### config.mk
export PLATFORM = sky130hd
export DESIGN_NAME = msx_io
export DESIGN_NICKNAME = d
export VERILOG_FILES = /design/src/hdl/msx_pkg.sv /design/src/hdl/bus_cycle_req.sv /design/src/hdl/io_port_decode.sv /design/src/hdl/msx_io.sv /design/src/hdl/rtc_lite.sv /design/src/hdl/vdp_lite.sv
export SDC_FILE = /design/constraint.sdc
export NUM_CORES = 1
export LEC_CHECK = 0
export BUFFER_PORTS_ARGS = -buffer_cell sky130_fd_sc_hd__buf_4
export CORE_UTILIZATION = 40
export CTS_BUF_LIST = sky130_fd_sc_hd__clkbuf_8
export DETAILED_ROUTE_END_ITERATION = 12
export SETUP_SLACK_MARGIN = 0.4
export SLEW_MARGIN = 15
export SYNTH_ARGS = -nofsm -noshare
export SYNTH_HDL_FRONTEND = slang
export SYNTH_SLANG_ARGS = --single-unit
### constraint.sdc
create_clock -name clk21m -period 4.9 [get_ports clk21m]
set_input_delay 0.49 -clock clk21m [delete_from_list [all_inputs] [get_ports clk21m]]
set_output_delay 0.49 -clock clk21m [all_outputs]
set_load 0.01 [all_outputs]
### src/hdl/msx_pkg.sv
package msx_pkg;

   // Z80 bus as seen by the I/O glue
   typedef struct packed {
      logic [15:0] addr;
      logic [7:0]  dout;
      logic        wr_n;
      logic        rd_n;
      logic        iorq_n;
      logic        mreq_n;
      logic        m1_n;
      logic [2:0]  spare;
   } cpu_bus_t;

   // Preset time, packed BCD
   typedef struct packed {
      logic [7:0] hour;
      logic [7:0] min;
      logic [7:0] sec;
   } rtc_time_t;

   // VRAM side driven by the VDP port
   typedef struct packed {
      logic [15:0] addr;
      logic [7:0]  dout;
      logic        we_lo;
      logic        we_hi;
   } vram_bus_t;

   localparam logic [7:0] VDP_PORT_DEFAULT  = 8'h98;
   localparam logic [7:0] RTC_PORT_DEFAULT  = 8'hB4;
   localparam int         RTC_TICKS_DEFAULT = 10;

endpackage

### src/hdl/bus_cycle_req.sv
`timescale 1ns/1ps

module bus_cycle_req (
   input  logic              clk21m,
   input  logic              reset,
   input  msx_pkg::cpu_bus_t bus,
   output logic              req
);

   logic active;
   logic iack;

   // Memory or I/O cycle with a read or write strobe
   assign active = ~(bus.iorq_n & bus.mreq_n) & ~(bus.rd_n & bus.wr_n);

   // First clock of the access only
   assign req = active & ~iack;

   always_ff @(posedge clk21m) begin
      if (reset) begin
         iack <= 1'b0;
      end else begin
         if (bus.iorq_n && bus.mreq_n) begin
            iack <= 1'b0;
         end else if (req) begin
            iack <= 1'b1;
         end
      end
   end

endmodule

### src/hdl/io_port_decode.sv
`timescale 1ns/1ps

module io_port_decode #(
   parameter logic [7:0] VDP_PORT_BASE = msx_pkg::VDP_PORT_DEFAULT,
   parameter logic [7:0] RTC_PORT_BASE = msx_pkg::RTC_PORT_DEFAULT
) (
   input  msx_pkg::cpu_bus_t bus,
   input  logic              req,
   input  logic [7:0]        vdp_dout,
   input  logic [7:0]        rtc_dout,
   output logic              vdp_req,
   output logic              rtc_req,
   output logic [7:0]        d_to_cpu,
   output logic              data_bus_rq
);

   logic io_cycle;
   logic vdp_sel;
   logic rtc_sel;

   // Interrupt acknowledge cycles have m1_n low
   assign io_cycle = ~bus.iorq_n & bus.m1_n;

   // Video ports mirror over eight addresses, clock over two
   assign vdp_sel = io_cycle & (bus.addr[7:3] == VDP_PORT_BASE[7:3]);
   assign rtc_sel = io_cycle & (bus.addr[7:1] == RTC_PORT_BASE[7:1]);

   assign vdp_req = req & vdp_sel;
   assign rtc_req = req & rtc_sel;

   always_comb begin
      if (bus.rd_n) begin
         d_to_cpu = 8'hFF;
      end else if (vdp_sel) begin
         d_to_cpu = vdp_dout;
      end else if (rtc_sel) begin
         d_to_cpu = rtc_dout;
      end else begin
         d_to_cpu = 8'hFF;
      end
   end

   assign data_bus_rq = ~bus.rd_n & (vdp_sel | rtc_sel);

endmodule

### src/hdl/msx_io.sv
`timescale 1ns/1ps

module msx_io #(
   parameter logic [7:0] VDP_PORT_BASE     = msx_pkg::VDP_PORT_DEFAULT,
   parameter logic [7:0] RTC_PORT_BASE     = msx_pkg::RTC_PORT_DEFAULT,
   parameter int         RTC_TICKS_PER_SEC = msx_pkg::RTC_TICKS_DEFAULT
) (
   input  logic               clk21m,
   input  logic               reset,
   input  msx_pkg::cpu_bus_t  bus,
   input  logic               ce_10hz,
   input  logic               frame_tick,
   input  msx_pkg::rtc_time_t rtc_time,
   input  logic [7:0]         vram_di_lo,
   input  logic [7:0]         vram_di_hi,
   output logic [7:0]         d_to_cpu,
   output logic               data_bus_rq,
   output logic               vdp_int_n,
   output msx_pkg::vram_bus_t vram
);

   logic       req;
   logic       vdp_req;
   logic       rtc_req;
   logic [7:0] vdp_dout;
   logic [7:0] rtc_dout;

   bus_cycle_req u_req (
      .clk21m (clk21m),
      .reset  (reset),
      .bus    (bus),
      .req    (req)
   );

   io_port_decode #(
      .VDP_PORT_BASE (VDP_PORT_BASE),
      .RTC_PORT_BASE (RTC_PORT_BASE)
   ) u_decode (
      .bus         (bus),
      .req         (req),
      .vdp_dout    (vdp_dout),
      .rtc_dout    (rtc_dout),
      .vdp_req     (vdp_req),
      .rtc_req     (rtc_req),
      .d_to_cpu    (d_to_cpu),
      .data_bus_rq (data_bus_rq)
   );

   vdp_lite u_vdp (
      .clk21m     (clk21m),
      .reset      (reset),
      .req        (vdp_req),
      .bus        (bus),
      .frame_tick (frame_tick),
      .vram_di_lo (vram_di_lo),
      .vram_di_hi (vram_di_hi),
      .dout       (vdp_dout),
      .int_n      (vdp_int_n),
      .vram       (vram)
   );

   rtc_lite #(
      .RTC_TICKS_PER_SEC (RTC_TICKS_PER_SEC)
   ) u_rtc (
      .clk21m   (clk21m),
      .reset    (reset),
      .req      (rtc_req),
      .bus      (bus),
      .ce_10hz  (ce_10hz),
      .rtc_time (rtc_time),
      .dout     (rtc_dout)
   );

endmodule

### src/hdl/rtc_lite.sv
`timescale 1ns/1ps

module rtc_lite #(
   parameter int RTC_TICKS_PER_SEC = msx_pkg::RTC_TICKS_DEFAULT
) (
   input  logic               clk21m,
   input  logic               reset,
   input  logic               req,
   input  msx_pkg::cpu_bus_t  bus,
   input  logic               ce_10hz,
   input  msx_pkg::rtc_time_t rtc_time,
   output logic [7:0]         dout
);

   localparam int TW = (RTC_TICKS_PER_SEC > 1) ? $clog2(RTC_TICKS_PER_SEC) : 1;

   logic [3:0]    regs [16];
   logic [3:0]    idx;
   logic [TW-1:0] tick_cnt;
   logic          sec_tick;
   logic [7:0]    sec_v;
   logic [7:0]    min_v;
   logic [7:0]    hr_v;

   // Two-digit BCD increment, wraps to 00 after last
   function automatic logic [7:0] bcd_next(input logic [7:0] v, input logic [7:0] last);
      if (v == last) begin
         return 8'h00;
      end else if (v[3:0] == 4'd9) begin
         return {v[7:4] + 4'd1, 4'd0};
      end else begin
         return {v[7:4], v[3:0] + 4'd1};
      end
   endfunction

   assign sec_v = {regs[1], regs[0]};
   assign min_v = {regs[3], regs[2]};
   assign hr_v  = {regs[5], regs[4]};

   assign sec_tick = ce_10hz & (tick_cnt == TW'(RTC_TICKS_PER_SEC - 1));

   // Upper nibble reads as ones
   assign dout = {4'hF, regs[idx]};

   always_ff @(posedge clk21m) begin
      if (reset) begin
         idx      <= 4'd0;
         tick_cnt <= '0;
         regs[0]  <= rtc_time.sec[3:0];
         regs[1]  <= rtc_time.sec[7:4];
         regs[2]  <= rtc_time.min[3:0];
         regs[3]  <= rtc_time.min[7:4];
         regs[4]  <= rtc_time.hour[3:0];
         regs[5]  <= rtc_time.hour[7:4];
         for (int i = 6; i < 16; i++) begin
            regs[i] <= 4'h0;
         end
      end else begin
         if (req && !bus.wr_n) begin
            if (!bus.addr[0]) begin
               idx <= bus.dout[3:0];
            end else begin
               regs[idx] <= bus.dout[3:0];
            end
         end

         if (ce_10hz) begin
            tick_cnt <= sec_tick ? '0 : tick_cnt + TW'(1);
         end

         // Carry ripples seconds to minutes to hours
         if (sec_tick) begin
            {regs[1], regs[0]} <= bcd_next(sec_v, 8'h59);
            if (sec_v == 8'h59) begin
               {regs[3], regs[2]} <= bcd_next(min_v, 8'h59);
               if (min_v == 8'h59) begin
                  {regs[5], regs[4]} <= bcd_next(hr_v, 8'h23);
               end
            end
         end
      end
   end

endmodule

### src/hdl/vdp_lite.sv
`timescale 1ns/1ps

module vdp_lite (
   input  logic               clk21m,
   input  logic               reset,
   input  logic               req,
   input  msx_pkg::cpu_bus_t  bus,
   input  logic               frame_tick,
   input  logic [7:0]         vram_di_lo,
   input  logic [7:0]         vram_di_hi,
   output logic [7:0]         dout,
   output logic               int_n,
   output msx_pkg::vram_bus_t vram
);

   logic        wr_acc;
   logic        rd_acc;
   logic        vram_we;
   logic [16:0] vaddr;
   logic        toggle;
   logic [7:0]  latch;
   logic [7:0]  r1;
   logic [2:0]  r14;
   logic        prefetch;
   logic [7:0]  rd_buf;
   logic        int_flag;
   logic        rd_hold;
   logic [7:0]  dout_live;
   logic [7:0]  dout_hold;

   assign wr_acc  = req & ~bus.wr_n;
   assign rd_acc  = req & ~bus.rd_n;
   assign vram_we = wr_acc & ~bus.addr[0];

   // Bit 16 selects the bank
   assign vram.addr  = vaddr[15:0];
   assign vram.dout  = bus.dout;
   assign vram.we_lo = vram_we & ~vaddr[16];
   assign vram.we_hi = vram_we & vaddr[16];

   // Interrupt enable is R#1 bit 5
   assign int_n = ~(int_flag & r1[5]);

   // Port +1 gives S#0
   assign dout_live = bus.addr[0] ? {int_flag, 7'b0000000} : rd_buf;

   // Keep the value seen at the request edge for the rest of the read
   assign dout = rd_hold ? dout_hold : dout_live;

   always_ff @(posedge clk21m) begin
      if (reset) begin
         vaddr    <= 17'd0;
         toggle   <= 1'b0;
         r1       <= 8'h00;
         r14      <= 3'd0;
         prefetch <= 1'b0;
         int_flag <= 1'b0;
         rd_hold  <= 1'b0;
      end else begin
         prefetch <= 1'b0;
         if (vram_we || prefetch) begin
            vaddr <= vaddr + 17'd1;
         end
         if (rd_acc && !bus.addr[0]) begin
            prefetch <= 1'b1;
         end

         // Two-byte sequence on port +1
         if (wr_acc && bus.addr[0]) begin
            toggle <= ~toggle;
            if (toggle) begin
               if (bus.dout[7]) begin
                  case (bus.dout[5:0])
                     6'd1:    r1  <= latch;
                     6'd14:   r14 <= latch[2:0];
                     default: ;
                  endcase
               end else begin
                  vaddr    <= {r14, bus.dout[5:0], latch};
                  prefetch <= ~bus.dout[6];
               end
            end
         end

         // Status read acknowledges the frame interrupt
         if (rd_acc && bus.addr[0]) begin
            toggle   <= 1'b0;
            int_flag <= 1'b0;
         end
         if (frame_tick) begin
            int_flag <= 1'b1;
         end

         if (rd_acc) begin
            rd_hold <= 1'b1;
         end else if (bus.rd_n) begin
            rd_hold <= 1'b0;
         end
      end
   end

   always_ff @(posedge clk21m) begin
      if (wr_acc && bus.addr[0] && !toggle) begin
         latch <= bus.dout;
      end
      // Read-ahead from the addressed bank
      if (prefetch) begin
         rd_buf <= vaddr[16] ? vram_di_hi : vram_di_lo;
      end
      if (!rd_hold) begin
         dout_hold <= dout_live;
      end
   end

endmodule

# ---- Word-level counts from Yosys, hierarchy flattened
# Index checks and enable logic that the tools add are counted.
# W data, S select, Z words.
dict set report op_classes {
  addsub 8
  order_cmp 2
  n_eq_ne 14
  n_mux 37
  bitwise 30
  reduce_logical 23
}
# op n
set op_table {}
lappend op_table {{$mux W64} 3}
lappend op_table {{$mux W8} 12}
lappend op_table {{$mux W17} 4}
lappend op_table {{$bwmux W64} 1}
lappend op_table {{$add A4 B1 Y4 const B} 7}
lappend op_table {{$mux W24} 1}
lappend op_table {{$mux W4} 5}
lappend op_table {{$add A17 B1 Y17 const B} 1}
lappend op_table {{$and A1 B1 Y1} 17}
lappend op_table {{$bmux W4 S4} 1}
lappend op_table {{$demux W4 S4} 1}
lappend op_table {{$eq A4 B4 Y1 const B} 4}
lappend op_table {{$eq A8 B7 Y1 const B} 2}
lappend op_table {{$mux W16} 1}
lappend op_table {{$not A1 Y1} 11}
lappend op_table {{$eq A8 B6 Y1 const B} 1}
lappend op_table {{$mux W1} 8}
lappend op_table {{$reduce_and A4 Y1} 2}
lappend op_table {{$eq A7 B7 Y1 const B} 1}
lappend op_table {{$logic_and A1 B1 Y1} 7}
lappend op_table {{$eq A6 B1 Y1 const B} 1}
lappend op_table {{$eq A6 B4 Y1 const B} 1}
lappend op_table {{$ne A6 B6 Y1 const B} 1}
lappend op_table {{$reduce_and A2 Y1} 3}
lappend op_table {{other kinds (13)} 18}
dict set report word_totals {
  ff_bits 127
  in_bits 76
  out_inout_bits 36
  word_cells 143
}

# ---- Longest topological paths before layout
dict set report logic_depth {
  word_depth 12
  ltp_mapped 8
  depth_no_buf 7
}

# ---- Cells and area by module
# Synthesis repeated with hierarchy kept, for this count alone.
dict set report unflattened {
  hier_cells 674
  hier_area_um2 6882.9
}
# module instances cells_each area_per_inst_um2 seq_area_each_um2
set modules_own_cells {}
lappend modules_own_cells {rtc_lite 1 414 4276.6 1601.5}
lappend modules_own_cells {vdp_lite 1 227 2377.3 1141.1}
lappend modules_own_cells {io_port_decode 1 28 177.7 0.0}
lappend modules_own_cells {bus_cycle_req 1 5 51.3 20.0}

# ---- Worst setup path before layout
# OpenSTA, ideal clock, no wires.
dict set report synth_path {
  path_type {register -> output}
  from {register u_rtc.idx[0]}
  to {output d_to_cpu[3]}
  arrival_time_ps 1788
  required_ps 4410
  path_slack_ps 2622
  path_stages_with_launch 7
  n_path_buf 2
  path_cell_list {dfxtp_1 -> buf_2 -> buf_2 -> mux4_2 -> a22oi_1 -> nand3_1 -> o21a_1}
}
dict set report synth_via {
  elab_chain_len 7
}
# element line
set synth_lines {}
lappend synth_lines {{from (decl)} rtc_lite.sv:18} ;# logic [3:0] idx;
lappend synth_lines {{from (signal assigned)} rtc_lite.sv:61} ;# idx <= bus.dout[3:0];
lappend synth_lines {{$not A4 Y5 (not written as such)} rtc_lite.sv:43} ;# assign dout = {4'hF, regs[idx]};
lappend synth_lines {{$bmux W4 S4} rtc_lite.sv:43}
lappend synth_lines {{$mux W4 (not written as such) (2 in a row)} rtc_lite.sv:43}
lappend synth_lines {{$mux W4} io_port_decode.sv:36} ;# end else if (rtc_sel) begin
lappend synth_lines {{$mux W8} io_port_decode.sv:34} ;# end else if (vdp_sel) begin
lappend synth_lines {{$mux W8} io_port_decode.sv:32} ;# if (bus.rd_n) begin
lappend synth_lines {{to (decl)} msx_io.sv:16} ;# output logic [7:0] d_to_cpu,
# No other way between the ends. The select of a mux whose other input is x is not followed.

# ---- Final worst setup path
dict set report layout_path {
  from {register u_rtc.idx[0]}
  to {output d_to_cpu[2]}
}
# The elaborated chain is that of the path after synthesis.

==> results.py <==
metrics = {
    "timing": {
        "post-route-period-util_pct": 66.0,
        "fmaxAchievable_mhz": 309,
        "min_period_ns": 3.24,
        "fin_skew_ns": 0.0123,
        "setup_viol": 0,
        "hold_violations": 0,
        "worstMarginPinSlew_ns": 1.10,
        "slew_headroom_pct": 26.2,
        "finalSetupTns_ns": 0,
        "final_max_slew_viol_count": 0,
        "grt_setup_unrepaired": "false",
        "timing.final.ws_setup_ns": 1.66,
    },
    "synthesis": {
        "netlist_top_cells_count": "dfxtp_1 (90), nor2_1 (85), mux2i_1 (67)",
        "synth_top_flop_cell": "dfxtp_1",
        "async_flop_share_pct": 0,
        "ys_seq_elements": 122,
        "synth.top_cell.area_share_pct": 27.0,
        "synth-seq-area-share_pct": 41.4,
        "synth_cells": 662,
        "synth_area_per_cell_um2": 10.1,
        "syn_area_mm2": 0.00667,
        "yosysWarnings": 0,
        "synth_area_leaders": "dfxtp_1 (27%), edfxtp_1 (14%), mux2i_1 (10%)",
        "synth.most_common_cell": "dfxtp_1",
        "synth_cell_types": 63,
        "yosys.area.top_type": "dfxtp_1",
        "synth_edf_count": 32,
        "synth_nets": 753,
    },
    "drt": {
        "finalWirelength_mm": 17.2,
        "first_iter_violations": 305,
        "wl_per_cell_um": 18.2,
        "vias": 5277,
        "drc": 0,
        "ant_nets": 0,
        "vias_per_cell": 5.59,
        "drt_first_pass_iters": 5,
    },
    "run": {
        "drv_cap": 0,
    },
    "finish": {
        "syn2layout_area_growth_pct": 16.6,
        "drive_above_1_share_pct": 23.8,
        "num_antenna_cells": 0,
        "fillers": 1538,
        "final_util_pct": 48.4,
        "nets": 806,
    },
    "power": {
        "powerDensity_mw_per_mm2": 286,
        "p_switching_w": 0.000557,
        "internal_power_w": 0.00167,
        "power_frac_seq_pct": 49.0,
        "pwr-share-clk_pct": 42.5,
        "ir_drop_uv": 159,
        "combPwrFrac_pct": 8.6,
        "p_leak_nw": 3.07,
        "p_sw_share_pct": 25.0,
    },
    "critical_path": {
        "cp.required_ns": 4.41,
        "cp.arrival_ns": 2.75,
        "crit_fanout": 12,
        "start_kind": "register",
        "path_class": "reg -> out",
        "endpoint_kind": "output pin",
    },
    "run_status": {
        "status": "complete, no violations",
    },
    "clock_network": {
        "insertion_delay_ns": 0.46,
        "htreeDepth": 4,
        "cts_resized": 0,
        "clock_path_buffers": 2,
        "cts_hold_buf": 0,
        "cts.root.buffer_cell": "clkbuf_8",
        "clkSlewWorstSetupHoldPaths_ns": 0.08,
        "cts_tree": "built",
        "cts_buffers": 17,
        "clkSinkCount": 122,
        "cts_setup_buffers": 0,
    },
    "hold_path": {
        "hp-class": "in -> reg",
    },
    "placed_design": {
        "dp_hpwl_mm": 12.1,
        "place_congestion": 0.792,
        "port_buffers": 100,
        "place_ws_ns": 2.07,
    },
    "grt": {
        "grt.total_usage_pct": 20.5,
        "grt_pass1_vias": 5257,
        "antenna_found_initial": 0,
        "grt_start_max_net_pins": 65,
        "gr-total-overflow": 0,
        "grt_pass1_wl_mm": 27.8,
    },
    "die": {
        "die_h_um": 131,
        "core_mm2": 0.0161,
        "rows": 46,
        "io-pin-count": 112,
        "die_w_um": 131,
        "dieArea_mm2": 0.0172,
        "initial_core_util_pct": 41.5,
    },
}
[placed cells by master, fill, tap and decap left out, types with 6 or more instances in the layout]
cell type  count
buf_4        103
dfxtp_1       90
nor2_1        85
mux2i_1       67
nand2_1       32
edfxtp_1      32
nand3_1       19
a211oi_1      19
clkbuf_8      18
inv_1         17
xnor2_1       17
nand4_1       16
mux4_2        16
ha_1          15
nor3_1        13
xor2_1        13
o221ai_1      11
a21oi_1       10
a22oi_1       10
nor4_1         9
mux2_2         8
o21ai_0        7
a22o_1         7
and3_1         6
or3_1          6
[critical path: stages, from the launching register on]
cell,delay [ns]
dfxtp_1,0.80
buf_4,0.34
mux4_2,0.51
a22oi_1,0.21
nand3_1,0.13
o21a_1,0.15
buf_4,0.14
[final cells by class]
class                      instances  area (um2)  area share [%]
timing repair buffer             103         773            9.94
clock inverter                    14         170            2.19
clock buffer                      18         248            3.18
tap                              216         270            3.47
multi-input combinational        454        3490            44.9
sequential                       122        2760            35.5
inverter                          17        63.8           0.820
[per-stage QoR]
stage / cell area (um2) / total power [W] / std cells / hold WS (ns)
after floorplan: 6670 / 0.00121 / 662 / 0.425
after global placement: 7360 / 0.00129 / 912 / 0.442
after detailed placement: 7360 / 0.00130 / 912 / 0.455
after CTS: 7780 / 0.00225 / 944 / 0.220
after global routing: 7780 / 0.00231 / 944 / 0.212
final: 7780 / 0.00222 / 944 / 0.241
[flip-flops by register name, indices dropped and copies added (netlist names)]
register,count
u_vdp.r14,3
u_vdp.toggle,1
u_vdp.r1,1
u_vdp.latch,8
u_vdp.vaddr,17
u_req.iack,1
u_vdp.int_flag,1
u_rtc.hr_v,8
u_rtc.regs,48
u_rtc.idx,4
u_vdp.prefetch,1
u_vdp.rd_buf,8
u_rtc.min_v,8
u_vdp.rd_hold,1
u_vdp.dout_hold,8
u_rtc.tick_cnt,4
[power by group through the flow]
stage	Clock, W	Sequential (W)	Combinational [W]
after floorplan	0	0.00110	0.000113
after global placement	0	0.00111	0.000185
after detailed placement	0	0.00111	0.000190
after CTS	0.000969	0.00109	0.000192
after global routing	0.00101	0.00109	0.000209
final	0.000944	0.00109	0.000190
[path summary, 6_finish.rpt]
path	startpoint	endpoint	slack (ns)	depth (start not counted)
worst max register to register	u_rtc.tick_cnt[0]	u_rtc.hr_v[4]	2.16	5
worst min-delay path	bus[14]	u_vdp.latch[6]	0.24	1
worst min register to register	u_vdp.dout_hold[7]	u_vdp.dout_hold[7]	0.47	2
worst max-delay path	u_rtc.idx[0]	d_to_cpu[2]	1.66	6
[cells by family after synthesis]
| group | synth area share [%] |
|---|---|
| flip-flops | 41.4 |
| multiplexers | 17.0 |
| XOR/XNOR | 3.94 |
| buffers and inverters | 6.26 |
| AND/OR/NAND/NOR | 17.9 |
| adder cells (fa/ha/maj) | 2.81 |
| AO/OA/AOI/OAI | 10.7 |
[metal layers]
metal  vias to the layer above  part of all wire (%)  global-route usage [%]
met2                       139                    49                    33.9
met1                      2581                    44                    25.6
li1                       2530                     -                       -
met5                         -                     0                       0
met4                         0                   1.9                    8.24
met3                        27                   4.8                    4.94
No activity file was read; power rests on OpenSTA's default activity.
